## src/verilog/csr_pkg.sv

```systemverilog
package csr_pkg;

  //////////////////////////////////////////////////
  // Widths
  //////////////////////////////////////////////////
  localparam int XLEN           = 32;
  localparam int CSR_ADDR_WIDTH = 12;
  localparam int UIMM_WIDTH     = 5;   // csrrwi/csrrsi/csrrci operand
  localparam int MTVEC_BASE_LEN = 30;  // Direct mode only

  //////////////////////////////////////////////////
  // Machine-mode CSR addresses
  //////////////////////////////////////////////////
  localparam logic [CSR_ADDR_WIDTH-1:0] CSR_ADDR_MVENDORID = 12'hF11;
  localparam logic [CSR_ADDR_WIDTH-1:0] CSR_ADDR_MARCHID   = 12'hF12;
  localparam logic [CSR_ADDR_WIDTH-1:0] CSR_ADDR_MIMPID    = 12'hF13;
  localparam logic [CSR_ADDR_WIDTH-1:0] CSR_ADDR_MHARTID   = 12'hF14;
  localparam logic [CSR_ADDR_WIDTH-1:0] CSR_ADDR_MSTATUS   = 12'h300;
  localparam logic [CSR_ADDR_WIDTH-1:0] CSR_ADDR_MISA      = 12'h301;
  localparam logic [CSR_ADDR_WIDTH-1:0] CSR_ADDR_MIE       = 12'h304;
  localparam logic [CSR_ADDR_WIDTH-1:0] CSR_ADDR_MTVEC     = 12'h305;
  localparam logic [CSR_ADDR_WIDTH-1:0] CSR_ADDR_MSCRATCH  = 12'h340;
  localparam logic [CSR_ADDR_WIDTH-1:0] CSR_ADDR_MEPC      = 12'h341;
  localparam logic [CSR_ADDR_WIDTH-1:0] CSR_ADDR_MCAUSE    = 12'h342;
  localparam logic [CSR_ADDR_WIDTH-1:0] CSR_ADDR_MTVAL     = 12'h343;
  localparam logic [CSR_ADDR_WIDTH-1:0] CSR_ADDR_MIP       = 12'h344;

  // Identity values
  localparam logic [XLEN-1:0] DEF_VAL_MVENDORID = 32'h0000_0000;  // Non-commercial
  localparam logic [XLEN-1:0] DEF_VAL_MARCHID   = 32'h0000_0000;
  localparam logic [XLEN-1:0] DEF_VAL_MIMPID    = 32'h0000_0001;
  localparam logic [XLEN-1:0] DEF_VAL_MHARTID   = 32'h0000_0000;  // Single hart
  localparam logic [XLEN-1:0] DEF_VAL_MISA      = 32'h4000_0100;  // RV32I

  localparam logic [MTVEC_BASE_LEN-1:0] DEF_VAL_MTVEC_BASE = 30'h0000_0040;  // 0x100

  // Field bit positions, mip shares the mie layout
  localparam int MSTATUS_BIT_MIE  = 3;
  localparam int MSTATUS_BIT_MPIE = 7;
  localparam int MIE_BIT_MSIE     = 3;
  localparam int MIE_BIT_MTIE     = 7;
  localparam int MIE_BIT_MEIE     = 11;

  typedef enum logic [1:0] {
    WMODE_NORMAL = 2'b00,
    WMODE_SET    = 2'b01,
    WMODE_CLEAR  = 2'b10
  } wmode_e;

  //////////////////////////////////////////////////
  // mcause exception codes
  //////////////////////////////////////////////////
  localparam logic [XLEN-1:0] MCAUSE_INSTR_MISALIGNED = 32'd0;
  localparam logic [XLEN-1:0] MCAUSE_ILLEGAL_INSTR    = 32'd2;
  localparam logic [XLEN-1:0] MCAUSE_BREAKPOINT       = 32'd3;
  localparam logic [XLEN-1:0] MCAUSE_LOAD_MISALIGNED  = 32'd4;
  localparam logic [XLEN-1:0] MCAUSE_STORE_MISALIGNED = 32'd6;
  localparam logic [XLEN-1:0] MCAUSE_ECALL_M          = 32'd11;

endpackage
```

## src/verilog/trap_pkg.sv

```systemverilog
package trap_pkg;

  // Access request from the decoder
  typedef struct packed {
    logic [csr_pkg::CSR_ADDR_WIDTH-1:0] addr;
    logic [csr_pkg::XLEN-1:0]           wdata;
    logic [csr_pkg::UIMM_WIDTH-1:0]     uimm;
    logic                               we;       // Register operand write
    logic                               uimm_we;  // Immediate operand write
    csr_pkg::wmode_e                    wmode;
  } csr_req_t;

  // Pipeline exception sources
  typedef struct packed {
    logic                     ifu_exc;
    logic [csr_pkg::XLEN-1:0] ifu_mtval;
    logic                     lsu_load;
    logic                     lsu_store;
    logic [csr_pkg::XLEN-1:0] lsu_addr;
    logic                     dec_illegal;
    logic                     dec_ecall;
    logic                     dec_ebreak;
  } exc_src_t;

  typedef struct packed {
    logic                     valid;
    logic [csr_pkg::XLEN-1:0] cause;
    logic [csr_pkg::XLEN-1:0] mtval;
    logic [csr_pkg::XLEN-1:0] epc;
  } trap_rec_t;

  typedef struct packed {
    logic                               mie;
    logic                               mpie;
    logic [csr_pkg::MTVEC_BASE_LEN-1:0] mtvec_base;
    logic [2:0]                         mie_en;  // {meie, mtie, msie}
    logic [2:0]                         mip;     // {meip, mtip, msip}
    logic [csr_pkg::XLEN-1:0]           mscratch;
    logic [csr_pkg::XLEN-1:0]           mepc;
    logic [csr_pkg::XLEN-1:0]           mcause;
    logic [csr_pkg::XLEN-1:0]           mtval;
  } csr_state_t;

  // Field write enables plus the mode-adjusted value
  typedef struct packed {
    logic                     mstatus_en;
    logic                     mtvec_en;
    logic                     mie_en;
    logic                     mscratch_en;
    logic                     mepc_en;
    logic                     mcause_en;
    logic                     mtval_en;
    logic [csr_pkg::XLEN-1:0] data;
  } csr_wr_t;

endpackage

```

## src/verilog/csr_unit.sv

```systemverilog
`timescale 1ns/1ps

module csr_unit (
  input  logic                     clk_i,
  input  logic                     rstn_i,
  input  trap_pkg::csr_req_t       req_i,
  input  logic [csr_pkg::XLEN-1:0] curr_pc_i,
  input  logic [csr_pkg::XLEN-1:0] prev_pc_i,
  input  trap_pkg::exc_src_t       exc_i,
  input  logic                     sw_irq_i,
  input  logic                     timer_irq_i,
  input  logic                     ext_irq_i,
  input  logic                     mret_i,
  output logic [csr_pkg::XLEN-1:0] rdata_o,
  output logic                     trap_o,
  output logic [csr_pkg::XLEN-1:0] trap_addr_o
);

  trap_pkg::csr_state_t     state;
  trap_pkg::csr_wr_t        wr;
  trap_pkg::trap_rec_t      rec;
  logic                     illegal;
  logic [csr_pkg::XLEN-1:0] rdata_comb;

  csr_access csr_access_i (
    .req_i     (req_i),
    .state_i   (state),
    .rdata_o   (rdata_comb),
    .wr_o      (wr),
    .illegal_o (illegal)
  );

  exc_prioritizer exc_prioritizer_i (
    .src_i     (exc_i),
    .curr_pc_i (curr_pc_i),
    .prev_pc_i (prev_pc_i),
    .rec_o     (rec)
  );

  trap_ctrl trap_ctrl_i (
    .clk_i       (clk_i),
    .rstn_i      (rstn_i),
    .rec_i       (rec),
    .illegal_i   (illegal),
    .wr_i        (wr),
    .mret_i      (mret_i),
    .curr_pc_i   (curr_pc_i),
    .irq_i       ({ext_irq_i, timer_irq_i, sw_irq_i}),
    .state_o     (state),
    .trap_o      (trap_o),
    .trap_addr_o (trap_addr_o)
  );

  // Read data lands a cycle later, showing the pre-write value
  always_ff @(posedge clk_i) begin
    if (!rstn_i) begin
      rdata_o <= '0;
    end else begin
      rdata_o <= rdata_comb;
    end
  end

endmodule

```

## src/verilog/trap_ctrl.sv

```systemverilog
`timescale 1ns/1ps

module trap_ctrl (
  input  logic                     clk_i,
  input  logic                     rstn_i,
  input  trap_pkg::trap_rec_t      rec_i,
  input  logic                     illegal_i,
  input  trap_pkg::csr_wr_t        wr_i,
  input  logic                     mret_i,
  input  logic [csr_pkg::XLEN-1:0] curr_pc_i,
  input  logic [2:0]               irq_i,  // {ext, timer, sw}
  output trap_pkg::csr_state_t     state_o,
  output logic                     trap_o,
  output logic [csr_pkg::XLEN-1:0] trap_addr_o
);

  trap_pkg::csr_state_t state_q;
  trap_pkg::trap_rec_t  trap;

  // Illegal CSR access behaves like a decoder illegal instruction
  always_comb begin
    if (illegal_i) begin
      trap.valid = 1'b1;
      trap.cause = csr_pkg::MCAUSE_ILLEGAL_INSTR;
      trap.mtval = curr_pc_i;
      trap.epc   = curr_pc_i;
    end else begin
      trap = rec_i;
    end
  end

  //////////////////////////////////////////////////
  // CSR state
  //////////////////////////////////////////////////
  always_ff @(posedge clk_i) begin
    if (!rstn_i) begin
      state_q            <= '0;
      state_q.mtvec_base <= csr_pkg::DEF_VAL_MTVEC_BASE;
    end else begin
      state_q.mip <= irq_i;  // One cycle behind the lines
      if (trap.valid) begin
        state_q.mepc   <= trap.epc;
        state_q.mcause <= trap.cause;
        state_q.mtval  <= trap.mtval;
        state_q.mpie   <= state_q.mie;
        state_q.mie    <= 1'b0;
      end else begin
        if (wr_i.mstatus_en) begin
          state_q.mie  <= wr_i.data[csr_pkg::MSTATUS_BIT_MIE];
          state_q.mpie <= wr_i.data[csr_pkg::MSTATUS_BIT_MPIE];
        end
        if (wr_i.mtvec_en) begin
          state_q.mtvec_base <= wr_i.data[csr_pkg::XLEN-1 -: csr_pkg::MTVEC_BASE_LEN];
        end
        if (wr_i.mie_en) begin
          state_q.mie_en <= {wr_i.data[csr_pkg::MIE_BIT_MEIE],
                             wr_i.data[csr_pkg::MIE_BIT_MTIE],
                             wr_i.data[csr_pkg::MIE_BIT_MSIE]};
        end
        if (wr_i.mscratch_en) state_q.mscratch <= wr_i.data;
        if (wr_i.mepc_en)     state_q.mepc     <= wr_i.data;
        if (wr_i.mcause_en)   state_q.mcause   <= wr_i.data;
        if (wr_i.mtval_en)    state_q.mtval    <= wr_i.data;
        if (mret_i) begin
          state_q.mie <= state_q.mpie;  // Restore interrupt enable
        end
      end
    end
  end

  assign state_o = state_q;

  //////////////////////////////////////////////////
  // Redirect to fetch
  //////////////////////////////////////////////////
  always_ff @(posedge clk_i) begin
    if (!rstn_i) begin
      trap_o      <= 1'b0;
      trap_addr_o <= '0;
    end else begin
      trap_o <= trap.valid | mret_i;
      if (trap.valid) begin
        trap_addr_o <= {state_q.mtvec_base, {(csr_pkg::XLEN-csr_pkg::MTVEC_BASE_LEN){1'b0}}};
      end else if (mret_i) begin
        trap_addr_o <= state_q.mepc;
      end else begin
        trap_addr_o <= '0;
      end
    end
  end

endmodule

```

## src/verilog/exc_prioritizer.sv

```systemverilog
`timescale 1ns/1ps

module exc_prioritizer (
  input  trap_pkg::exc_src_t       src_i,
  input  logic [csr_pkg::XLEN-1:0] curr_pc_i,
  input  logic [csr_pkg::XLEN-1:0] prev_pc_i,
  output trap_pkg::trap_rec_t      rec_o
);

  assign rec_o.valid = src_i.dec_illegal | src_i.ifu_exc | src_i.dec_ecall |
                       src_i.dec_ebreak | src_i.lsu_store | src_i.lsu_load;

  // Decoder faults point at the current PC, fetch and LSU faults at the previous one
  always_comb begin
    if (src_i.dec_illegal) begin
      rec_o.cause = csr_pkg::MCAUSE_ILLEGAL_INSTR;
      rec_o.mtval = curr_pc_i;
      rec_o.epc   = curr_pc_i;
    end else if (src_i.ifu_exc) begin
      rec_o.cause = csr_pkg::MCAUSE_INSTR_MISALIGNED;
      rec_o.mtval = src_i.ifu_mtval;  // Faulting target from fetch
      rec_o.epc   = prev_pc_i;
    end else if (src_i.dec_ecall) begin
      rec_o.cause = csr_pkg::MCAUSE_ECALL_M;
      rec_o.mtval = '0;
      rec_o.epc   = curr_pc_i;
    end else if (src_i.dec_ebreak) begin
      rec_o.cause = csr_pkg::MCAUSE_BREAKPOINT;
      rec_o.mtval = curr_pc_i;
      rec_o.epc   = curr_pc_i;
    end else if (src_i.lsu_store) begin
      rec_o.cause = csr_pkg::MCAUSE_STORE_MISALIGNED;
      rec_o.mtval = src_i.lsu_addr;
      rec_o.epc   = prev_pc_i;
    end else if (src_i.lsu_load) begin
      rec_o.cause = csr_pkg::MCAUSE_LOAD_MISALIGNED;
      rec_o.mtval = src_i.lsu_addr;
      rec_o.epc   = prev_pc_i;
    end else begin
      // No exception
      rec_o.cause = '0;
      rec_o.mtval = '0;
      rec_o.epc   = '0;
    end
  end

endmodule

```

## src/verilog/csr_access.sv

```systemverilog
`timescale 1ns/1ps

module csr_access (
  input  trap_pkg::csr_req_t       req_i,
  input  trap_pkg::csr_state_t     state_i,
  output logic [csr_pkg::XLEN-1:0] rdata_o,
  output trap_pkg::csr_wr_t        wr_o,
  output logic                     illegal_o
);

  logic [csr_pkg::XLEN-1:0] operand;
  logic [csr_pkg::XLEN-1:0] wdata_mod;
  logic                     any_we;
  trap_pkg::csr_wr_t        wr_sel;

  assign any_we  = req_i.we | req_i.uimm_we;
  assign operand = req_i.uimm_we ?
                   {{(csr_pkg::XLEN-csr_pkg::UIMM_WIDTH){1'b0}}, req_i.uimm} : req_i.wdata;

  // Set and clear act on the value read in the same cycle
  always_comb begin
    case (req_i.wmode)
      csr_pkg::WMODE_SET:   wdata_mod = rdata_o | operand;
      csr_pkg::WMODE_CLEAR: wdata_mod = rdata_o & ~operand;
      default:              wdata_mod = operand;
    endcase
  end

  //////////////////////////////////////////////////
  // Address decode
  //////////////////////////////////////////////////
  always_comb begin
    rdata_o   = '0;
    illegal_o = 1'b0;
    wr_sel    = '0;
    case (req_i.addr)
      csr_pkg::CSR_ADDR_MVENDORID: begin
        rdata_o   = csr_pkg::DEF_VAL_MVENDORID;
        illegal_o = any_we;  // Read-only
      end
      csr_pkg::CSR_ADDR_MARCHID: begin
        rdata_o   = csr_pkg::DEF_VAL_MARCHID;
        illegal_o = any_we;
      end
      csr_pkg::CSR_ADDR_MIMPID: begin
        rdata_o   = csr_pkg::DEF_VAL_MIMPID;
        illegal_o = any_we;
      end
      csr_pkg::CSR_ADDR_MHARTID: begin
        rdata_o   = csr_pkg::DEF_VAL_MHARTID;
        illegal_o = any_we;
      end
      csr_pkg::CSR_ADDR_MISA: begin
        rdata_o = csr_pkg::DEF_VAL_MISA;  // Writes dropped silently
      end
      csr_pkg::CSR_ADDR_MSTATUS: begin
        rdata_o[csr_pkg::MSTATUS_BIT_MIE]  = state_i.mie;
        rdata_o[csr_pkg::MSTATUS_BIT_MPIE] = state_i.mpie;
        wr_sel.mstatus_en = any_we;
      end
      csr_pkg::CSR_ADDR_MTVEC: begin
        rdata_o = {state_i.mtvec_base, {(csr_pkg::XLEN-csr_pkg::MTVEC_BASE_LEN){1'b0}}};
        wr_sel.mtvec_en = any_we;
      end
      csr_pkg::CSR_ADDR_MIE: begin
        rdata_o[csr_pkg::MIE_BIT_MSIE] = state_i.mie_en[0];
        rdata_o[csr_pkg::MIE_BIT_MTIE] = state_i.mie_en[1];
        rdata_o[csr_pkg::MIE_BIT_MEIE] = state_i.mie_en[2];
        wr_sel.mie_en = any_we;
      end
      csr_pkg::CSR_ADDR_MIP: begin
        // Pending bits follow the irq lines only
        rdata_o[csr_pkg::MIE_BIT_MSIE] = state_i.mip[0];
        rdata_o[csr_pkg::MIE_BIT_MTIE] = state_i.mip[1];
        rdata_o[csr_pkg::MIE_BIT_MEIE] = state_i.mip[2];
      end
      csr_pkg::CSR_ADDR_MSCRATCH: begin
        rdata_o            = state_i.mscratch;
        wr_sel.mscratch_en = any_we;
      end
      csr_pkg::CSR_ADDR_MEPC: begin
        rdata_o        = state_i.mepc;
        wr_sel.mepc_en = any_we;
      end
      csr_pkg::CSR_ADDR_MCAUSE: begin
        rdata_o          = state_i.mcause;
        wr_sel.mcause_en = any_we;
      end
      csr_pkg::CSR_ADDR_MTVAL: begin
        rdata_o         = state_i.mtval;
        wr_sel.mtval_en = any_we;
      end
      default: begin
        illegal_o = any_we;  // Unimplemented address
      end
    endcase
  end

  always_comb begin
    wr_o      = wr_sel;
    wr_o.data = wdata_mod;
  end

endmodule

```

## config.mk

```make
export PLATFORM = sky130hd
export DESIGN_NAME = csr_unit
export DESIGN_NICKNAME = d
export VERILOG_FILES = /design/src/verilog/csr_pkg.sv /design/src/verilog/trap_pkg.sv /design/src/verilog/csr_unit.sv /design/src/verilog/trap_ctrl.sv /design/src/verilog/exc_prioritizer.sv /design/src/verilog/csr_access.sv
export SDC_FILE = /design/constraint.sdc
export NUM_CORES = 1
export LEC_CHECK = 0
export BUFFER_PORTS_ARGS = -buffer_cell sky130_fd_sc_hd__buf_2
export CAP_MARGIN = 25
export CORE_AREA = 3 3 150 152
export CTS_CLUSTER_SIZE = 10
export DETAILED_ROUTE_END_ITERATION = 12
export DIE_AREA = 0 0 153 155
export PLACE_DENSITY_LB_ADDON = 0.25
export SETUP_SLACK_MARGIN = 0.02
export SYNTH_ARGS = -nofsm -noshare
export SYNTH_HDL_FRONTEND = slang
export SYNTH_SLANG_ARGS = --single-unit
```

## constraint.sdc

```tcl
create_clock -name clk_i -period 4.15 [get_ports clk_i]
set_input_delay 0.415 -clock clk_i [delete_from_list [all_inputs] [get_ports clk_i]]
set_output_delay 0.415 -clock clk_i [all_outputs]
set_load 0.05 [all_outputs]
```

Yosys cells after proc, flatten, opt, wreduce, memory -nomap -nowiden --
Index checks and enable logic that the tools add are counted.
Word-level totals: bits of input ports 193, register bits 231
Operators by class: eq/ne operators 12, bitwise operators 13, mux-type cells 33, reductions and logical operators 11
Operators with widths (count):
- $mux W96 | 6
- $mux W32 | 6
- $pmux W20 S6 | 1
- $eq A12 B10 Y1 const B | 9
- $mux W97 | 1
- $mux W67 | 1
- $pmux W32 S2 | 1
- $pmux W3 S6 | 2
- $and A32 B32 Y32 | 1
- $not A32 Y32 | 1
- $or A32 B32 Y32 | 1
- $pmux W1 S8 | 2
- $pmux W3 S5 | 1
- $eq A12 B12 Y1 const B | 1
- $mux W1 | 10
- $reduce_bool A2 Y1 | 5
- $reduce_or A9 Y1 | 1
- $or A1 B1 Y1 | 7
- $pmux W1 S7 | 1
- $reduce_and A2 Y1 | 3
- $not A1 Y1 | 3
- $reduce_or A3 Y1 | 1
- $eq A2 B1 Y1 const B | 1
- $eq A2 B2 Y1 const B | 1
- 2 further kinds | 2

Longest topological paths before layout --
depth after elaboration 9, mapped depth 11, depth with buffers taken out 8

Modules after synthesis --
A second synthesis with hierarchy kept.
Second synthesis, totals: cells, all modules 1671, area, all modules 13635.6 µm²
By module, submodules not included:
- trap_ctrl | times used 1, cells an instance 947, seq. area each 3983.8 µm², area an instance 7966.4 µm²
- csr_access | times used 1, cells an instance 417, seq. area each 0.0 µm², area an instance 2871.5 µm²
- exc_prioritizer | times used 1, cells an instance 240, seq. area each 0.0 µm², area an instance 1901.8 µm²
- csr_unit | times used 1, cells an instance 67, seq. area each 640.6 µm², area an instance 895.9 µm²

Worst setup path after synthesis --
No wires, ideal clock.
path kind input-to-reg, from input port req_i[0] (netlist bit), to register trap_ctrl_i.state_q, in the netlist trap_ctrl_i.state_o[1], buffers on the path 3, setup time 0.092 ns, cell stages on the path 10, slack 1.847 ns, arrival time 2.210 ns, path through inv_1 ha_1 buf_2 or2_2 clkbuf_1 clkbuf_1 a21oi_1 o31ai_1 nor2_1 o32ai_1
On the way: longest elaborated chain between the ends 4, elaborated cells between the ends (all ways) 5
Ends and longest elaborated chain:
- from (decl) | line csr_unit.sv:6 | input trap_pkg::csr_req_t req_i,
- $eq A2 B2 Y1 / $eq A2 B1 Y1 (equally long branches) | line csr_access.sv:22 | case (req_i.wmode)
- $pmux W32 S2 * | line csr_access.sv:22
- $mux W32 * | line trap_ctrl.sv:63 | if (wr_i.mtval_en) state_q.mtval <= wr_i.data;
- $mux W96 * | line trap_ctrl.sv:41 | if (trap.valid) begin
- to (decl) | line trap_ctrl.sv:17 | trap_pkg::csr_state_t state_q;
Every way passes the cells marked *; elsewhere a longest branch is shown, timed or not. The select of a mux whose other input is x is not followed. A chain may end at the register's enable or synchronous reset.

Final worst setup path --
from input port exc_i[35] (netlist bit), to register trap_ctrl_i.state_q, in the netlist trap_ctrl_i.state_o[136]
On the way: longest elaborated chain between the ends 5
Ends and longest elaborated chain:
- from (decl) | line csr_unit.sv:9 | input trap_pkg::exc_src_t exc_i,
- $or A1 B1 Y1 (2 in series) | line exc_prioritizer.sv:11 | src_i.dec_ebreak | src_i.lsu_store | src_i.lsu_load;
- $mux W97 | line trap_ctrl.sv:22 | if (illegal_i) begin
- $not A1 Y1 (no source line)
- $reduce_and A2 Y1 (no source line)
No other way between the ends.

==> results by group <==
Detailed routing
  • Vias: about 12000
  • Remaining antenna violation count after routing: 0
  • Vias per cell: 6.77
  • DR DRC count: 0
  • Pre-antenna DRT Iters: 6
  • First-iteration detailed-routing DRC count: roughly 1400
  • Routed length per instance: 24.6 µm
  • Final wirelength: roughly 45 mm

GRT
  • Largest net degree at the start of global routing: 53
  • Initial antenna violation count: 1
  • Total track usage: 0.360
  • Vias in the first global route: 11800
  • Total global routing overflow: 0
  • Global-route wire length before repair: around 68 mm

Synthesis
  • Fraction of registers with async set/reset: 0
  • Post-Syn Instances: ~1300
  • Ys flop type: dfxtp_1
  • YS warnings: 0
  • Syn nets: 1540
  • #FFs+latches synth: 231
  • Yosys cell types: 87
  • EDFF count, synth: 0
  • Synthesized area: between 10000 and 15000 µm²
  • Register area share after synthesis: 0.395
  • Yosys top cell by area: dfxtp_1
  • Yosys top cell area share: 0.395
  • Syn avg cell area: 8.70 µm²
  • Top post-synthesis cells by area: dfxtp_1, nand2_1, a21oi_1, mux2i_1, a22oi_1

Floorplanning
  • Core Rows: 53
  • Full die area: roughly 24000 µm²
  • Core area: 21200 µm²
  • Starting Density: 0.553
  • Boundary pin count: ~260
  • Die W: approximately 150 µm
  • Die height: 155 µm

Worst setup path
  • CP Capture Point: trap_ctrl_i.state_o[136]$_SDFFE_PN0P_
  • Slowest cell on crit path: nor3_4
  • Critical Path End Type: flop
  • Crit path max fanout: 27
  • Slowest Stage Delay on Critical Path: 0.57 ns
  • Critical path type: in2reg
  • Flop2flop setup slack: 1.82 ns
  • Critical path, cell by cell: buf_2, nor2_1, nand2_1, nor3_4, and3_1, nand2_2, o2bb2ai_1
  • CP arrival: 3.33 ns
  • CP required: 4.58 ns
  • Critical path launch point type: input port
  • Reg2Reg Launch Point: trap_ctrl_i.state_o[67]$_SDFFE_PN0P_
  • Worst Reg-to-Reg Cells: 5
  • Crit path from: exc_i[35]
  • R2R Path End: trap_ctrl_i.state_o[35]$_SDFFE_PN0P_

Timing
  • Clock Skew: between 0.015 and 0.02 ns
  • Worst Tran Pin Value: around 1.1 ns
  • Final Critical Period: 2.89 ns
  • Slew Limit Fails: 0
  • Final setup vio count: 0
  • Maximum clock frequency: 0.345 GHz
  • Setup TNS: 0 ns
  • Fin crit share: 0.698
  • Slew HR: 0.243
  • RSZ-0062 raised after global routing: no
  • Final hold viol count: 0
  • Post-route setup slack: 1.26 ns

Cells and area
  • Share of layout cells above drive strength 1: 0.252
  • Storage cell area: 4620 µm²
  • Ant diodes: 0
  • Area delta synth->final: 18.5%
  • Fill cell count: 1818
  • Multi-input logic area: between 6000 and 7000 µm²
  • Post-route cell area: 13900 µm²
  • Final core utilization: 0.656
  • Final nets: approximately 1700

Pwr
  • P_sw: about 1300 µW
  • Tot Pwr: roughly 5000 µW
  • Seq pwr share: 0.456
  • Int Power: 3720 µW
  • Peak supply drop: 0.000263 V
  • Combinational Power Share: 0.130
  • Switching Share: 0.263
  • Pleak: 0.00557 µW
  • Pwr/cell area: 364 nW/µm²
  • Power share of the clock group: 0.414

Placed design
  • Pre-CTS setup slack: 0.884 ns
  • RD Place Congestion: 0.994
  • Buffers on Ports: 257
  • Final HPWL DP: 31.0 mm
  • Placed cell area: around 13000 µm²

CTS
  • H-tree levels: 1
  • Clock Pin Slew Worst Setup and Hold Paths: 0.05 ns
  • CTS Sinks: about 230
  • CTS tree: yes
  • Post-CTS setup buffer count: 0
  • Clock Latency Late Sink: 0.53 ns
  • Post-CTS resize count: 0
  • Root buf cell: clkbuf_16
  • CTS Buf Count: 27
  • Max clock buf depth: 3
  • Hold bufs inserted after CTS: 0

Run status
  • Status: complete, no violations

Flow run
  • MaxCap Viol Count: 0

Hold path
  • Hold_sp: timer_irq_i
  • Worst hold-check path type: in2reg
## power groups by stage
stage          Clock [µW]  Combinational [µW]  Sequential (µW)
3_3_place_gp            0                 619             2340
3_5_place_dp            0                 629             2350
2_1_floorplan           0                 376             2330
5_1_grt              2170                 698             2300
6_report             2090                 655             2300
4_1_cts              2080                 632             2300
## Yosys cell counts (28+ instances only)
cell type and n:
a21oi_1 109, a22o_1 34, a22oi_1 51, buf_2 31
clkbuf_1 65, dfxtp_1 231, mux2i_1 45, nand2_1 157
nor2_1 83, o21ai_0 70, o22ai_1 28, o2bb2ai_1 39
## kinds of logic after synthesis
| family | synth area share |
|---|---|
| muxes | 0.0606 |
| AOI/OAI and AO/OA | 0.322 |
| and+or+nand+nor | 0.170 |
| buffers and inverters | 0.0498 |
| adders and majority gates | 0.00214 |
| DFF | 0.395 |
## worst min-delay path by stage
stage / endpoint / slack, ns / cells past startpoint
final: trap_ctrl_i.state_o[129]$_SDFF_PN0_ / 0.1 / 2
after global routing: trap_ctrl_i.state_o[128]$_SDFF_PN0_ / 0.09 / 2
after CTS: trap_ctrl_i.state_o[130]$_SDFF_PN0_ / 0.09 / 2
after detailed placement: trap_ctrl_i.state_o[105]$_SDFFE_PN0P_ / 0.44 / 2
after global placement: trap_ctrl_i.state_o[120]$_SDFFE_PN0P_ / 0.43 / 2
after floorplan: trap_ctrl_i.state_o[110]$_SDFFE_PN0P_ / 0.42 / 2
## routing by layer
layer / routed length (µm) / global-route usage / vias up
met5: 17 / 0 / -
met4: 2440 / 0.174 / 2
met3: 5630 / 0.0771 / 171
met2: 20200 / 0.578 / 923
met1: 16700 / 0.464 / 5840
li1: - / - / 5476
## flip-flops by register name, summed over array words and instances, names as in the netlist
| register | cells |
|---|---|
| trap_ctrl_i.trap_o | 1 |
| trap_ctrl_i.trap_addr_o | 32 |
| rdata_o | 32 |
| trap_ctrl_i.state_o | 166 |
## final cells by class
cell class	instances	share of cell area
Multi-Input combinational cell	985	0.471
Sequential cell	231	0.333
Timing Repair Buffer	294	0.114
Clock buffer	33	0.0525
Tap cell	275	0.0248
Inverter	14	0.00379
Clock inverter	1	0.000631
## worst max-delay path: cells and delay by family
family | cells | cell delay (ns)
AND/OR/NAND/NOR | 5 | 2.41
AO/OA/AOI/OAI | 1 | 0.35
buffers and inverters | 1 | 0.12
## layout by cell type (no fill, tap or decap), drive strengths merged, types with 14 or more instances in the layout
master	instances
o2bb2ai	39
nand2b	20
and3	17
a2bb2oi	20
mux2i	45
dfxtp	231
nand2	158
o21ai	81
o211ai	18
buf	294
nor2	87
nand3	20
a211oi	14
a22oi	51
a22o	34
nor3	16
clkbuf	33
a221oi	17
o21a	20
inv	14
o22ai	29
a31oi	16
a21oi	111
## through the flow
| stage | hold slack, ns | std cells |
|---|---|---|
| global route | 0.0939 | 1833 |
| global placement | 0.431 | 1798 |
| detailed placement | 0.444 | 1798 |
| finish | 0.0966 | 1833 |
| floorplan | 0.420 | 1345 |
| CTS | 0.0873 | 1832 |
No activity file was read; power rests on OpenSTA's default activity.
